$ cat src/verilog/scope_pkg.sv
package scope_pkg;

  ////////////////////////////////////////////////////////////
  // widths
  ////////////////////////////////////////////////////////////

  // number of analog channels
  localparam int unsigned CHN   = 2;
  // ADC sample width, 14-bit converter in a 16-bit word
  localparam int unsigned ADC_W = 16;
  // generator and DAC width
  localparam int unsigned GEN_W = 14;

  ////////////////////////////////////////////////////////////
  // sample types
  ////////////////////////////////////////////////////////////

  // acquired sample, two's complement
  typedef logic signed [ADC_W-1:0] osc_t;
  // generator sample, two's complement
  typedef logic signed [GEN_W-1:0] gen_t;
  // DAC code, offset binary with negative slope
  typedef logic        [GEN_W-1:0] dac_t;

  // one capture word, both channels side by side
  typedef struct packed {
    osc_t ch1;
    osc_t ch0;
  } pair_t;

  // gen to osc alignment shift
  localparam int unsigned LOOP_SHIFT = ADC_W - GEN_W;
  // DAC code for mid-scale output
  localparam dac_t DAC_MID = dac_t'((1 << (GEN_W - 1)) - 1);

endpackage

$ cat src/verilog/adc_frontend.sv
`timescale 1ns/1ps

module adc_frontend (
  input  logic                                             clk_i,
  input  logic                                             rst_i,
  // raw converter words, negative slope
  input  logic [scope_pkg::CHN-1:0][scope_pkg::ADC_W-1:0]  adc_dat_i,
  // generator samples for loopback
  input  scope_pkg::gen_t [scope_pkg::CHN-1:0]             gen_dat_i,
  input  logic [scope_pkg::CHN-1:0]                        loop_i,
  input  logic                                             capture_en_i,
  // towards the capture buffer
  output logic                                             push_o,
  output scope_pkg::pair_t                                 pair_o
);

  ////////////////////////////////////////////////////////////
  // input stage
  ////////////////////////////////////////////////////////////

  logic [scope_pkg::CHN-1:0][scope_pkg::ADC_W-1:0] adc_raw;
  scope_pkg::gen_t [scope_pkg::CHN-1:0]            gen_raw;
  logic [scope_pkg::CHN-1:0]                       loop_q;
  logic                                            cap_q;
  // per channel sample after conversion and loop mux
  scope_pkg::osc_t [scope_pkg::CHN-1:0]            samp;

  // sample registers, close to the pins
  always_ff @(posedge clk_i) begin
    adc_raw <= adc_dat_i;
    gen_raw <= gen_dat_i;
  end

  // loop select and capture enable travel with the data
  always_ff @(posedge clk_i or posedge rst_i) begin
    if (rst_i) begin
      loop_q <= '0;
      cap_q  <= 1'b0;
    end else begin
      loop_q <= loop_i;
      cap_q  <= capture_en_i;
    end
  end

  ////////////////////////////////////////////////////////////
  // conversion and loopback
  ////////////////////////////////////////////////////////////

  always_comb begin
    for (int i = 0; i < scope_pkg::CHN; i++) begin
      if (loop_q[i]) begin
        // sign extend then scale 14 bit gen up to osc range
        samp[i] = scope_pkg::osc_t'(gen_raw[i]) <<< scope_pkg::LOOP_SHIFT;
      end else begin
        // keep sign, flip magnitude bits
        samp[i] = {adc_raw[i][scope_pkg::ADC_W-1], ~adc_raw[i][scope_pkg::ADC_W-2:0]};
      end
    end
  end

  // output pair, payload only
  always_ff @(posedge clk_i) begin
    pair_o.ch0 <= samp[0];
    pair_o.ch1 <= samp[1];
  end

  // push lines up with the pair register
  always_ff @(posedge clk_i or posedge rst_i) begin
    if (rst_i) begin
      push_o <= 1'b0;
    end else begin
      push_o <= cap_q;
    end
  end

endmodule

$ cat src/verilog/capture_fifo.sv
`timescale 1ns/1ps

module capture_fifo #(
  // number of pairs, power of two
  parameter int unsigned DEPTH = 16
) (
  input  logic             clk_i,
  input  logic             rst_i,
  // write side, no back-pressure
  input  logic             push_i,
  input  scope_pkg::pair_t pair_i,
  // read side
  input  logic             pop_i,
  output scope_pkg::pair_t pair_o,
  output logic             empty_o,
  // sticky, a pair was lost
  output logic             ovf_o
);

  localparam int unsigned AW = $clog2(DEPTH);

  ////////////////////////////////////////////////////////////
  // storage and pointers
  ////////////////////////////////////////////////////////////

  scope_pkg::pair_t mem [DEPTH];

  // extra msb tells a full wrap from empty
  logic [AW:0] wr_ptr;
  logic [AW:0] rd_ptr;

  logic full;
  logic empty;
  logic wr_en;
  logic rd_en;

  assign empty = (wr_ptr == rd_ptr);
  assign full  = (wr_ptr[AW] != rd_ptr[AW]) &&
                 (wr_ptr[AW-1:0] == rd_ptr[AW-1:0]);

  // full drops the push, empty drops the pop
  assign wr_en = push_i & ~full;
  assign rd_en = pop_i & ~empty;

  always_ff @(posedge clk_i) begin
    if (wr_en) begin
      mem[wr_ptr[AW-1:0]] <= pair_i;
    end
  end

  // registered head word
  always_ff @(posedge clk_i) begin
    pair_o <= mem[rd_ptr[AW-1:0]];
  end

  always_ff @(posedge clk_i or posedge rst_i) begin
    if (rst_i) begin
      wr_ptr <= '0;
      rd_ptr <= '0;
    end else begin
      if (wr_en) begin
        wr_ptr <= wr_ptr + 1'b1;
      end
      if (rd_en) begin
        rd_ptr <= rd_ptr + 1'b1;
      end
    end
  end

  ////////////////////////////////////////////////////////////
  // status flags
  ////////////////////////////////////////////////////////////

  // empty lags one cycle so it matches the head register
  always_ff @(posedge clk_i or posedge rst_i) begin
    if (rst_i) begin
      empty_o <= 1'b1;
      ovf_o   <= 1'b0;
    end else begin
      empty_o <= empty;
      // held until reset
      if (push_i && full) begin
        ovf_o <= 1'b1;
      end
    end
  end

endmodule

$ cat src/verilog/sample_readout.sv
`timescale 1ns/1ps

module sample_readout (
  input  logic             clk_i,
  input  logic             rst_i,
  // read request pulse
  input  logic             rd_i,
  // fifo head
  input  scope_pkg::pair_t pair_i,
  input  logic             empty_i,
  output logic             pop_o,
  // one channel per cycle
  output scope_pkg::osc_t  rd_dat_o,
  output logic             rd_ch_o,
  output logic             rd_vld_o
);

  ////////////////////////////////////////////////////////////
  // phase control
  ////////////////////////////////////////////////////////////

  // high during the ch0 cycle, ch1 goes out next
  logic            ch1_pend;
  // ch1 kept from the popped pair
  scope_pkg::osc_t ch1_q;
  logic            accept;

  // only taken when idle and data is there
  assign accept = rd_i & ~ch1_pend & ~empty_i;
  assign pop_o  = accept;

  always_ff @(posedge clk_i or posedge rst_i) begin
    if (rst_i) begin
      ch1_pend <= 1'b0;
      rd_vld_o <= 1'b0;
      rd_ch_o  <= 1'b0;
    end else if (accept) begin
      ch1_pend <= 1'b1;
      rd_vld_o <= 1'b1;
      rd_ch_o  <= 1'b0;
    end else if (ch1_pend) begin
      ch1_pend <= 1'b0;
      rd_vld_o <= 1'b1;
      rd_ch_o  <= 1'b1;
    end else begin
      rd_vld_o <= 1'b0;
    end
  end

  // data path, ch0 first then the held ch1
  always_ff @(posedge clk_i) begin
    if (accept) begin
      rd_dat_o <= pair_i.ch0;
      ch1_q    <= pair_i.ch1;
    end else if (ch1_pend) begin
      rd_dat_o <= ch1_q;
    end
  end

endmodule

$ cat src/verilog/dac_output.sv
`timescale 1ns/1ps

module dac_output (
  input  logic                                 clk_i,
  input  logic                                 rst_i,
  // generator samples and their strobe
  input  scope_pkg::gen_t [scope_pkg::CHN-1:0] gen_dat_i,
  input  logic                                 gen_vld_i,
  // DAC codes, A is ch0 and B is ch1
  output scope_pkg::dac_t                      dac_a_o,
  output scope_pkg::dac_t                      dac_b_o
);

  ////////////////////////////////////////////////////////////
  // output registers
  ////////////////////////////////////////////////////////////

  scope_pkg::dac_t [scope_pkg::CHN-1:0] dac_q;

  always_ff @(posedge clk_i or posedge rst_i) begin
    if (rst_i) begin
      // park both DACs at mid-scale
      for (int i = 0; i < scope_pkg::CHN; i++) begin
        dac_q[i] <= scope_pkg::DAC_MID;
      end
    end else if (gen_vld_i) begin
      // signed to offset code, negative slope
      for (int i = 0; i < scope_pkg::CHN; i++) begin
        dac_q[i] <= {gen_dat_i[i][scope_pkg::GEN_W-1],
                     ~gen_dat_i[i][scope_pkg::GEN_W-2:0]};
      end
    end
  end

  assign dac_a_o = dac_q[0];
  assign dac_b_o = dac_q[1];

endmodule

$ cat src/verilog/scope_top.sv
`timescale 1ns/1ps

module scope_top #(
  // capture buffer depth in pairs
  parameter int unsigned DEPTH = 16
) (
  input  logic                                            adc_clk,
  input  logic                                            top_rst,
  // ADC pins
  input  logic [scope_pkg::CHN-1:0][scope_pkg::ADC_W-1:0] adc_dat_i,
  // generator stream
  input  scope_pkg::gen_t [scope_pkg::CHN-1:0]            gen_dat_i,
  input  logic                                            gen_vld_i,
  // control
  input  logic [scope_pkg::CHN-1:0]                       loop_i,
  input  logic                                            capture_en_i,
  input  logic                                            rd_i,
  // DAC codes
  output scope_pkg::dac_t                                 dac_a_o,
  output scope_pkg::dac_t                                 dac_b_o,
  // readout
  output scope_pkg::osc_t                                 rd_dat_o,
  output logic                                            rd_ch_o,
  output logic                                            rd_vld_o,
  // buffer status
  output logic                                            empty_o,
  output logic                                            ovf_o
);

  ////////////////////////////////////////////////////////////
  // acquisition into the buffer
  ////////////////////////////////////////////////////////////

  logic             push;
  scope_pkg::pair_t push_pair;
  logic             pop;
  scope_pkg::pair_t head_pair;

  adc_frontend adc_frontend_inst (
    .clk_i        (adc_clk),
    .rst_i        (top_rst),
    .adc_dat_i    (adc_dat_i),
    .gen_dat_i    (gen_dat_i),
    .loop_i       (loop_i),
    .capture_en_i (capture_en_i),
    .push_o       (push),
    .pair_o       (push_pair)
  );

  capture_fifo #(
    .DEPTH (DEPTH)
  ) capture_fifo_inst (
    .clk_i   (adc_clk),
    .rst_i   (top_rst),
    .push_i  (push),
    .pair_i  (push_pair),
    .pop_i   (pop),
    .pair_o  (head_pair),
    .empty_o (empty_o),
    .ovf_o   (ovf_o)
  );

  ////////////////////////////////////////////////////////////
  // readout and DAC branch
  ////////////////////////////////////////////////////////////

  sample_readout sample_readout_inst (
    .clk_i    (adc_clk),
    .rst_i    (top_rst),
    .rd_i     (rd_i),
    .pair_i   (head_pair),
    .empty_i  (empty_o),
    .pop_o    (pop),
    .rd_dat_o (rd_dat_o),
    .rd_ch_o  (rd_ch_o),
    .rd_vld_o (rd_vld_o)
  );

  dac_output dac_output_inst (
    .clk_i     (adc_clk),
    .rst_i     (top_rst),
    .gen_dat_i (gen_dat_i),
    .gen_vld_i (gen_vld_i),
    .dac_a_o   (dac_a_o),
    .dac_b_o   (dac_b_o)
  );

endmodule

$ cat config.mk
export PLATFORM = sky130hd
export DESIGN_NAME = scope_top
export DESIGN_NICKNAME = d
export VERILOG_FILES = /design/src/verilog/scope_pkg.sv /design/src/verilog/adc_frontend.sv /design/src/verilog/capture_fifo.sv /design/src/verilog/sample_readout.sv /design/src/verilog/dac_output.sv /design/src/verilog/scope_top.sv
export SDC_FILE = /design/constraint.sdc
export NUM_CORES = 1
export LEC_CHECK = 0
export ABC_AREA = 0
export BUFFER_PORTS_ARGS = -buffer_cell sky130_fd_sc_hd__clkbuf_2
export CAP_MARGIN = 40
export CORE_MARGIN = 2
export CORE_UTILIZATION = 60
export DETAILED_ROUTE_END_ITERATION = 16
export PLACE_DENSITY_LB_ADDON = 0.15
export SYNTH_ARGS = -nofsm -noshare
export SYNTH_HDL_FRONTEND = slang
export SYNTH_SLANG_ARGS = --single-unit
export TNS_END_PERCENT = 30
$ cat constraint.sdc
create_clock -name adc_clk -period 4.9 [get_ports adc_clk]
set_input_delay 0.735 -clock adc_clk [delete_from_list [all_inputs] [get_ports adc_clk]]
set_output_delay 0.735 -clock adc_clk [all_outputs]
set_load 0.005 [all_outputs]
==> metrics, run 1 <==
Netlist cell types 40; per-cell routed wire length 25.0 µm; worst r2r path cells 5; postcts setup bufs 0; clock-pin slew on the worst setup and hold paths roughly 60 ps; input/output buffers 114; worst skew pair latency 590 ps; Crit Path Class flop to flop; Vias roughly 12k; synthesized area per cell 20.9 µm²; setup violators final 0; Synth async-reset ratio 0.0657; diode count 0; Yosys top cell by area edfxtp_1; CP required around 5200 ps; Die ar. 43600 µm²; # H-tree levels 3; clock network power share 0.317; Worst Max-Slew Pin Slew about 850 ps; fin crit share 0.684; share of the synthesized area in the top cell type 0.649; Filler Cell Count 2572; TritonCTS clock tree built; TritonCTS Buffers 69; GR Overflow Total 0; Clock Tree Buf Depth 3; Worst setup SP type flop; R2R Path End capture_fifo_inst.mem[10][28]; Post-Route WL ~49000 µm; Final Hold Fails 0; CP Max Fanout 33; RSZ-0062 raised after global routing no; synthesized flop and latch total 715; internal power around 12 mW; Initial DRT Pass Iterations 4; Synth area leaders edfxtp_1 (65%), dfxtp_1 (9.9%), mux4_2 (9.6%); Post-synth top flop edfxtp_1; DRT iter0 DRCs 1159; CTS-repair resized insts 0; Gate Count Post-Synth 1207; beginning of the worst register-to-register path capture_fifo_inst.rd_ptr[0]; reg-to-reg slack, setup 1550 ps; Residual DRC 0; row cnt 75; outcome completed; sw frac 0.271; Gate power share 0.213; synthesis-to-layout area growth 15.3%; Slew headroom 0.430; Worst Setup EP capture_fifo_inst.mem[10][28]; Final Power 17.1 mW; Initial Util 0.604; setup TNS 0 ps; Mapped Nets 1279; number of instances in the placed design 1831; Leakage 9.99 nW; Psw around 4.6 mW; minimum clock period between 3000 and 4000 ps; final-stage net count 1435; Root Driver clkbuf_16; skew final 29.6 ps; hold buffer count at CTS 0; Die X 209 µm; synthesized cell area 25200 µm²; crit path capture type flop; gpl congestion 0.768; Die Ht 209 µm; layout cells sized above 1 0.302; Finished Layout Cells 1956; initial antenna violation count 0; Ports 115; Tightest Hold Check Type input pin to flop; yosys warns 0; first-pass GRT wire length 73900 µm; Cell Pwr Density roughly 590 nW/µm²; Global Route Usage Sum 0.234; CP Data Arrival Time 3670 ps; hpwl dp 30200 µm; Core Util, Final 0.697; clock sink total 715; vias in the first global route 11.8k; vias per cell a little under 6; Flop pwr share 0.470; highest clock rate 298 MHz; sequential area share after synthesis 0.795; Core Region 41700 µm²; largest net degree at the start of global routing 53; DRT antenna net count 0; Max VDD drop ~0.00041 V; Slew Viols, Final 0; hold_ws 254 ps; max cap viols 0; Post-synth EDFFs roughly 540; Crit. Startpoint capture_fifo_inst.rd_ptr[0]
[power groups by stage]
stage	Clock, mW	Combinational, mW	Sequential [mW]
6_report	5.42	3.64	8.05
3_5_place_dp	0	3.67	8.19
5_1_grt	5.73	3.90	8.15
4_1_cts	5.50	3.69	8.07
3_3_place_gp	0	3.48	8.16
2_1_floorplan	0	2.75	7.83
[logic make-up after synthesis]
group / count (synthesis) / synth area share
flip-flops: 715 / 0.795
AND/OR/NAND/NOR: 124 / 0.0201
adder cells (fa/ha/maj): 5 / 0.00248
XOR/XNOR: 12 / 0.00447
multiplexers: 157 / 0.130
AO/OA/AOI/OAI: 122 / 0.0291
buffers and inverters: 72 / 0.0181
[layout make-up]
| type | count | area, µm² | share of cell area |
|---|---|---|---|
| Clock buffer | 106 | 2080 | 0.0718 |
| Sequential cell | 715 | 20000 | 0.690 |
| Clock inverter | 19 | 267 | 0.00918 |
| Multi-Input combinational cell | 420 | 4810 | 0.166 |
| Timing Repair Buffer | 147 | 1110 | 0.0383 |
| Inverter | 10 | 37.5 | 0.00129 |
| Tap cell | 539 | 674 | 0.0232 |
[per-stage QoR]
| step | instance area [µm²] | worst slack [ps] |
|---|---|---|
| 2_1_floorplan | 25200 | 1270 |
| 3_3_place_gp | 26300 | 1540 |
| 3_5_place_dp | 26700 | 1530 |
| 4_1_cts | 29000 | 1510 |
| 5_1_grt | 29000 | 1350 |
| 6_report | 29000 | 1550 |
[state kept, by name, indices dropped and copies added, names as in the netlist, 2 cells and up]
signal and flops:
adc_frontend_inst.adc_raw 32, adc_frontend_inst.gen_raw 28, adc_frontend_inst.loop_q 2, adc_frontend_inst.pair_o 32
capture_fifo_inst.mem 512, capture_fifo_inst.pair_o 32, capture_fifo_inst.rd_ptr 5, capture_fifo_inst.wr_ptr 5
dac_output_inst.dac_a_o 14, dac_output_inst.dac_b_o 14, sample_readout_inst.ch1_q 16, sample_readout_inst.rd_dat_o 16
[cells in the mapped netlist (all sizes together) (3+ instances only)]
cell type,instances
edfxtp,544
mux4,128
dfxtp,124
nor2,73
o22ai,64
buf,37
nand2,34
o21ai,31
dfstp,27
clkbuf,25
mux2,22
dfrtp,20
a21oi,19
xnor2,11
inv,10
mux2i,7
ha,5
nand2b,4
nand4,3
nor3,3
o211ai,3
[cells in the final DEF, fill, tap and decap left out, types with 4 or more instances in the layout]
cell         n
clkbuf_8     9
nor2_1      60
clkinv_2     9
nor2_4      13
clkbuf_1    22
dfrtp_1     17
edfxtp_1   544
ha_1         5
mux4_2     107
nand2b_1     4
nand2_1     34
mux2i_1      7
o21ai_0     26
buf_16      12
clkbuf_2   114
dfxtp_1    124
dfstp_2     27
bufinv_16    7
o21ai_1      4
mux4_1      21
xnor2_1     10
buf_4       16
mux2_2      20
inv_1        9
a21oi_1     19
o22ai_1     64
clkbuf_16   75
[critical path, stage by stage, from the launching register on]
cell     delay, ps
dfrtp_4        830
xnor2_1        190
nand4_1        590
o21ai_1        860
nor2_4         300
buf_4          310
[per-layer routing]
layer / track usage / share of wire
met4: 0.0665 / 0.018
met1: 0.343 / 0.43
met5: 0 / 0
met2: 0.367 / 0.49
met3: 0.0434 / 0.069
[how the worst min path moves through the flow]
stage / startpoint / endpoint / cells after the start
2_1_floorplan: adc_frontend_inst.cap_q / adc_frontend_inst.push_o / 0
3_3_place_gp: adc_frontend_inst.cap_q / adc_frontend_inst.push_o / 0
3_5_place_dp: adc_frontend_inst.cap_q / adc_frontend_inst.push_o / 0
4_1_cts: adc_dat_i[3] / adc_frontend_inst.adc_raw[3] / 1
5_1_grt: adc_dat_i[19] / adc_frontend_inst.adc_raw[19] / 1
6_report: adc_dat_i[24] / adc_frontend_inst.adc_raw[24] / 1
(Power assumes the default switching activity.)
==> inputs of run 2 (changes only) <==
Clock period 4.9 ns to 3.1 ns, I/O delays scaled along.
==> metrics, run 2 (synthesized netlist as in run 1, its figures left out) <==
outcome completed; Slew headroom 0.395; hold depth 1; minimum clock period 2590 ps; Worst Hold Endpoint adc_frontend_inst.gen_raw[12]; vias per cell between 5 and 6; Psw about 7 mW; final-stage net count 1499; Final Power 26.6 mW; Flop pwr share 0.467; largest net degree at the start of global routing 89; postcts setup bufs 0; Post-Route WL between 50000 and 60000 µm; highest clock rate approximately 390 MHz; Leakage 10.2 nW; Slew Viols, Final 0; Tightest Hold Check Type input pin to flop; Multi-input gate area 4810 µm²; initial antenna violation count 2; Initial DRT Pass Iterations 5; Worst Max-Slew Pin Slew 907 ps; max cap viols 0; vias in the first global route 12.8k; TritonCTS Buffers 68; sw frac 0.269; per-cell routed wire length 25.0 µm; DRT iter0 DRCs 944; clock-pin slew on the worst setup and hold paths 60 ps; Die ar. between 40000 and 50000 µm²; beginning of the worst register-to-register path capture_fifo_inst.wr_ptr[3]; Root Driver clkbuf_16; gpl congestion just under 0.8; Vias about 12k; Ports 115; register area 20000 µm²; Crit Path Class flop to flop; diode count 0; fin crit share 0.834; Die Ht about 210 µm; Final WS setup 515 ps; Initial Util 0.604; clock network power share 0.312; internal power 19.5 mW; Global Route Usage Sum 0.241; hold_ws approximately 18 ps; RSZ-0062 raised after global routing no; setup violators final 0; CP required 3420 ps; Core Region 41700 µm²; most frequent cells in the layout edfxtp_1 (544), dfxtp_1 (124), clkbuf_2 (114); reg-to-reg slack, setup 510 ps; worst skew pair latency a little under 600 ps; Worst setup SP type flop; worst r2r path cells 5; synthesis-to-layout area growth 16.7%; input/output buffers 114; Clock Tree Buf Depth 3; row cnt 75; DRT antenna net count 0; layout cells sized above 1 0.287; Die X approximately 210 µm; Gate power share 0.221; Filler Cell Count roughly 2.5k; clock sink total 715; placed cell area 26500 µm²; Residual DRC 0; hpwl dp around 28000 µm; CP Max Fanout 22; skew final 14.3 ps; CP Data Arrival Time 2910 ps; pre-CTS setup slack about 600 ps; max reg flops between 500 and 600; commonest non-fill, non-tap cell in the layout edfxtp_1; Cell Pwr Density 907 nW/µm²; crit path capture type flop; R2R Path End capture_fifo_inst.mem[10][23]; GR Overflow Total 0; post-route cell area 29400 µm²; hold path start gen_dat_i[12]; # H-tree levels 3; Final Hold Fails 0; Max VDD drop 0.000741 V; TritonCTS clock tree built; first-pass GRT wire length roughly 77000 µm
[run 2: changes by cell type in the layout (fill, tap and decap cells not counted)]
cell           delta
inv_4             +1
dlygate4sd3_1    +61
buf_12            +6
clkinv_2          -5
clkbuf_8          -1
clkinvlp_4        +1
buf_16           -12
buf_4            +12
bufinv_16         -3
buf_8             -2
clkbuf_1          +4
clkinv_1          +2
[run 2: per-layer routing]
layer / part of all wire / track usage / wire (µm) / vias to the layer above
met2: 0.50 / 0.402 / 25400 / 378
met4: 0.017 / 0.0672 / 855 / 0
met1: 0.42 / 0.334 / 21400 / 6255
li1: - / - / - / 5267
met5: 0 / 0 / 0 / -
met3: 0.055 / 0.0416 / 2790 / 63
[run 2: worst max path at each step]
stage,start,end,slack (ps),depth (start not counted)
after global placement,capture_fifo_inst.wr_ptr[2],capture_fifo_inst.mem[9][22],660,5
after CTS,capture_fifo_inst.wr_ptr[3],capture_fifo_inst.mem[10][23],550,5
after floorplan,capture_fifo_inst.rd_ptr[0],capture_fifo_inst.mem[13][0],-530,5
final,capture_fifo_inst.wr_ptr[3],capture_fifo_inst.mem[10][23],510,5
after detailed placement,capture_fifo_inst.wr_ptr[2],capture_fifo_inst.mem[10][17],610,5
after global routing,capture_fifo_inst.wr_ptr[3],capture_fifo_inst.mem[10][17],370,5
[run 2: worst max-delay path, cell delays in order (launching register included)]
cell and delay, ps:
dfrtp_1 470, xnor2_1 240, nand4_1 330, o21ai_1 740
nor2_4 260, buf_12 270
[run 2: metrics by stage]
stage                util  TNS [ps]  cells
floorplan               -    -51010   1207
global placement    0.636         0   1834
detailed placement  0.637         0   1835
CTS                 0.705         0   2020
global route        0.705         0   2020
finish              0.705         0   2020
[run 2: timing repair]
| action | 4_1_cts | 5_1_grt |
|---|---|---|
| hold buffers | 61 | 0 |
| hold endpoints to repair | 76 | 0 |
| gates resized for setup | 0 | 0 |
| setup endpoints to repair | 0 | 0 |
[run 2: power by group through the flow]
stage                     clock network (mW)  logic (mW)  registers (mW)
after floorplan                            0        4.35            12.4
after global placement                     0        5.82            12.6
after detailed placement                   0        5.90            12.7
after CTS                               8.40        5.99            12.5
after global routing                    8.80        6.34            12.6
final                                   8.31        5.90            12.4
[run 2: area by class of cell]
| type | count | share of cell area |
|---|---|---|
| clock buffers | 109 | 0.0709 |
| clock inverters | 15 | 0.00588 |
| inverters | 10 | 0.00128 |
| multi-input cells | 420 | 0.164 |
| flip-flops and latches | 715 | 0.682 |
| well taps | 539 | 0.0229 |
| repair buffers | 212 | 0.0535 |
==> inputs of run 3 (changes only) <==
Settings changed: ABC_AREA 0 to 1, CORE_UTILIZATION 60 to 61.
Clock period 3.1 ns to 2.7 ns, I/O delays scaled along.
==> metrics, run 3 <==
Slew headroom 0.171; CP Data Arrival Time 2930 ps; CP Max Fanout 239; Worst setup SP type flop; TritonCTS clock tree built; crit path capture type flop; Multi-input gate area 5820 µm²; Netlist cell types 26; crit path cell chain buf_12 -> nor2_1 -> nor2_1 -> o21ai_0 -> nand2_1 -> nand2_1 -> nand2_1 -> inv_1 -> nand2_1; Post-synth top cells nand2_1 (577), edfxtp_1 (544), nor2_1 (377), o21ai_0 (260), dfxtp_1 (124); fin crit share 0.889; Mapped Nets 2315; worst skew pair latency ~590 ps; Synth async-reset ratio 0.0657; Leakage 11.8 nW; most frequent cells in the layout nand2_1 (577), edfxtp_1 (544), nor2_1 (361); hold_ws 62.6 ps; max incr delay on CP about 660 ps; minimum clock period 2400 ps; Vias 17.0k; Clock Tree Buf Depth 3; Die Ht 212 µm; layout cells sized above 1 0.127; DRT iter0 DRCs 1909; TritonCTS Buffers between 60 and 70; setup TNS 0 ps; Die X 212 µm; Slew Viols, Final 0; Initial DRT Pass Iterations 5; Post-synth EDFFs 544; Global Route Usage Sum 0.289; Post-Route WL 62800 µm; Die ar. ~45000 µm²; Residual DRC 0; hpwl dp roughly 32000 µm; share of the synthesized area in the top cell type 0.617; Max VDD drop about 0.00078 V; Worst Max-Slew Pin Slew 1240 ps; gpl congestion 0.782; skew final 12.8 ps; Gate Count Post-Synth 2243; register area about 20000 µm²; per-cell routed wire length 20.5 µm; Post-synth top flop edfxtp_1; sequential area share after synthesis 0.757; Final Hold Fails 0; max cap viols 0; first-pass GRT wire length 95800 µm; commonest non-fill, non-tap cell in the layout nand2_1; Synth area leaders edfxtp_1 (62%), dfxtp_1 (9.4%), nand2_1 (8.2%); synthesized cell area 26500 µm²; Ports 115; final-stage net count approximately 2.5k; Yosys top cell by area edfxtp_1; row cnt 76; input/output buffers between 100 and 150; synthesis-to-layout area growth 16.6%; yosys warns 0; top-count cell post-synth nand2_1; postcts setup bufs 0; largest net degree at the start of global routing 240; Tightest Hold Check Type input pin to flop; DRT antenna net count 0; Root Driver clkbuf_16; clock sink total 715; synthesized area per cell 11.8 µm²; Cell Pwr Density 1010 nW/µm²; Crit Path Class flop to flop; CP dominant cell by count nand2_1; CP required approximately 3200 ps; highest clock rate 417 MHz; GR Overflow Total 0; initial antenna violation count 2; RSZ-0062 raised after global routing no; # H-tree levels 3; Filler Cell Count 2908; outcome completed; vias in the first global route 16.3k; Core Region 43000 µm²; max reg flops slightly above 500; Crit-path slowest cell buf_12; Initial Util 0.616; CP delay by family, top buffers and inverters; WP buf/inv 2; vias per cell 5.55; clock-pin slew on the worst setup and hold paths 60 ps; setup violators final 0; synthesized flop and latch total ~700
## run 3: changes by cell type after synthesis, moves of 10 or more
cell | before | now
mux4_2 | 107 | 0
o21ai_0 | 26 | 260
nand3_1 | 0 | 110
mux2_2 | 20 | 2
nand2_1 | 34 | 577
inv_1 | 10 | 47
nor2_1 | 73 | 377
buf_1 | 0 | 26
o21ai_1 | 4 | 16
a21oi_1 | 19 | 0
buf_2 | 20 | 30
o22ai_1 | 64 | 0
clkbuf_1 | 23 | 54
mux4_1 | 21 | 0
## run 3: worst paths after layout
path / start / to / slack (ps) / depth (start not counted)
setup reg to reg: capture_fifo_inst.rd_ptr[0] / capture_fifo_inst.pair_o[12] / 300 / 9
hold reg to reg: adc_frontend_inst.cap_q / adc_frontend_inst.push_o / 360 / 0
max in group asynchronous: top_rst / dac_output_inst.dac_a_o[2] / 1540 / 4
min in group asynchronous: top_rst / dac_output_inst.dac_a_o[13] / 460 / 3
hold / removal: gen_vld_i / dac_output_inst.dac_a_o[13] / 60 / 3
setup / recovery: capture_fifo_inst.rd_ptr[0] / capture_fifo_inst.pair_o[12] / 300 / 9
## run 3: layer usage
layer  GRT usage  wire length, µm  vias to the layer above
met1       0.394            24400                     8097
met3      0.0558             5800                      139
met2       0.467            30600                      812
met4       0.109             2000                        2
li1            -                -                     7943
met5           0                8                        -
## run 3: layout make-up
class                   instances  share of cell area
multi-input cells            1358               0.189
well taps                     585              0.0237
flip-flops and latches        715               0.649
diodes                          3            0.000243
clock inverters                27             0.00673
repair buffers                219              0.0577
clock buffers                 101              0.0670
inverters                      52             0.00653
## run 3: report_power, final
part           leakage, nW  internal (mW)  switching, mW
Sequential            6.53           13.4          0.706
Combinational         4.10           2.32           5.37
Clock                 1.12           5.54           3.97
Total                 11.8           21.3           10.0
## run 3: through the flow
step / util / power, mW / instances / setup WS (ps) / instance area (µm²)
2_1_floorplan: - / 19.2 / 2243 / -451 / 26500
3_3_place_gp: 0.650 / 21.7 / 2865 / 425 / 27900
3_5_place_dp: 0.650 / 21.9 / 2865 / 401 / 27900
4_1_cts: 0.718 / 31.4 / 3057 / 383 / 30800
5_1_grt: 0.718 / 32.9 / 3057 / 165 / 30800
6_report: 0.718 / 31.3 / 3060 / 301 / 30900
## run 3: tightest hold or removal path, cell delays in order
cell,delay (ps)
clkbuf_2,100
nand2_1,60
nand2_1,50
## run 3: timing repair
item | 4_1_cts | 5_1_grt
hold endpoints to repair | 102 | 0
endpoints found under the setup margin | 0 | 0
gates resized for setup | 0 | 0
hold buffers | 64 | 0
## run 3: cells by family (layout without fill, tap and decap cells)
kind of cell | Yosys count | after routing | synth area share
xor gates and xnor gates | 6 | 6 | 0.00199
DFF | 715 | 715 | 0.757
and+or+nand+nor | 1068 | 1068 | 0.158
muxes | 2 | 2 | 0.000851
other | 0 | 3 | 0
adders and majority gates | 5 | 5 | 0.00236
AOI/OAI and AO/OA | 277 | 277 | 0.0525
buffers and inverters | 170 | 399 | 0.0272
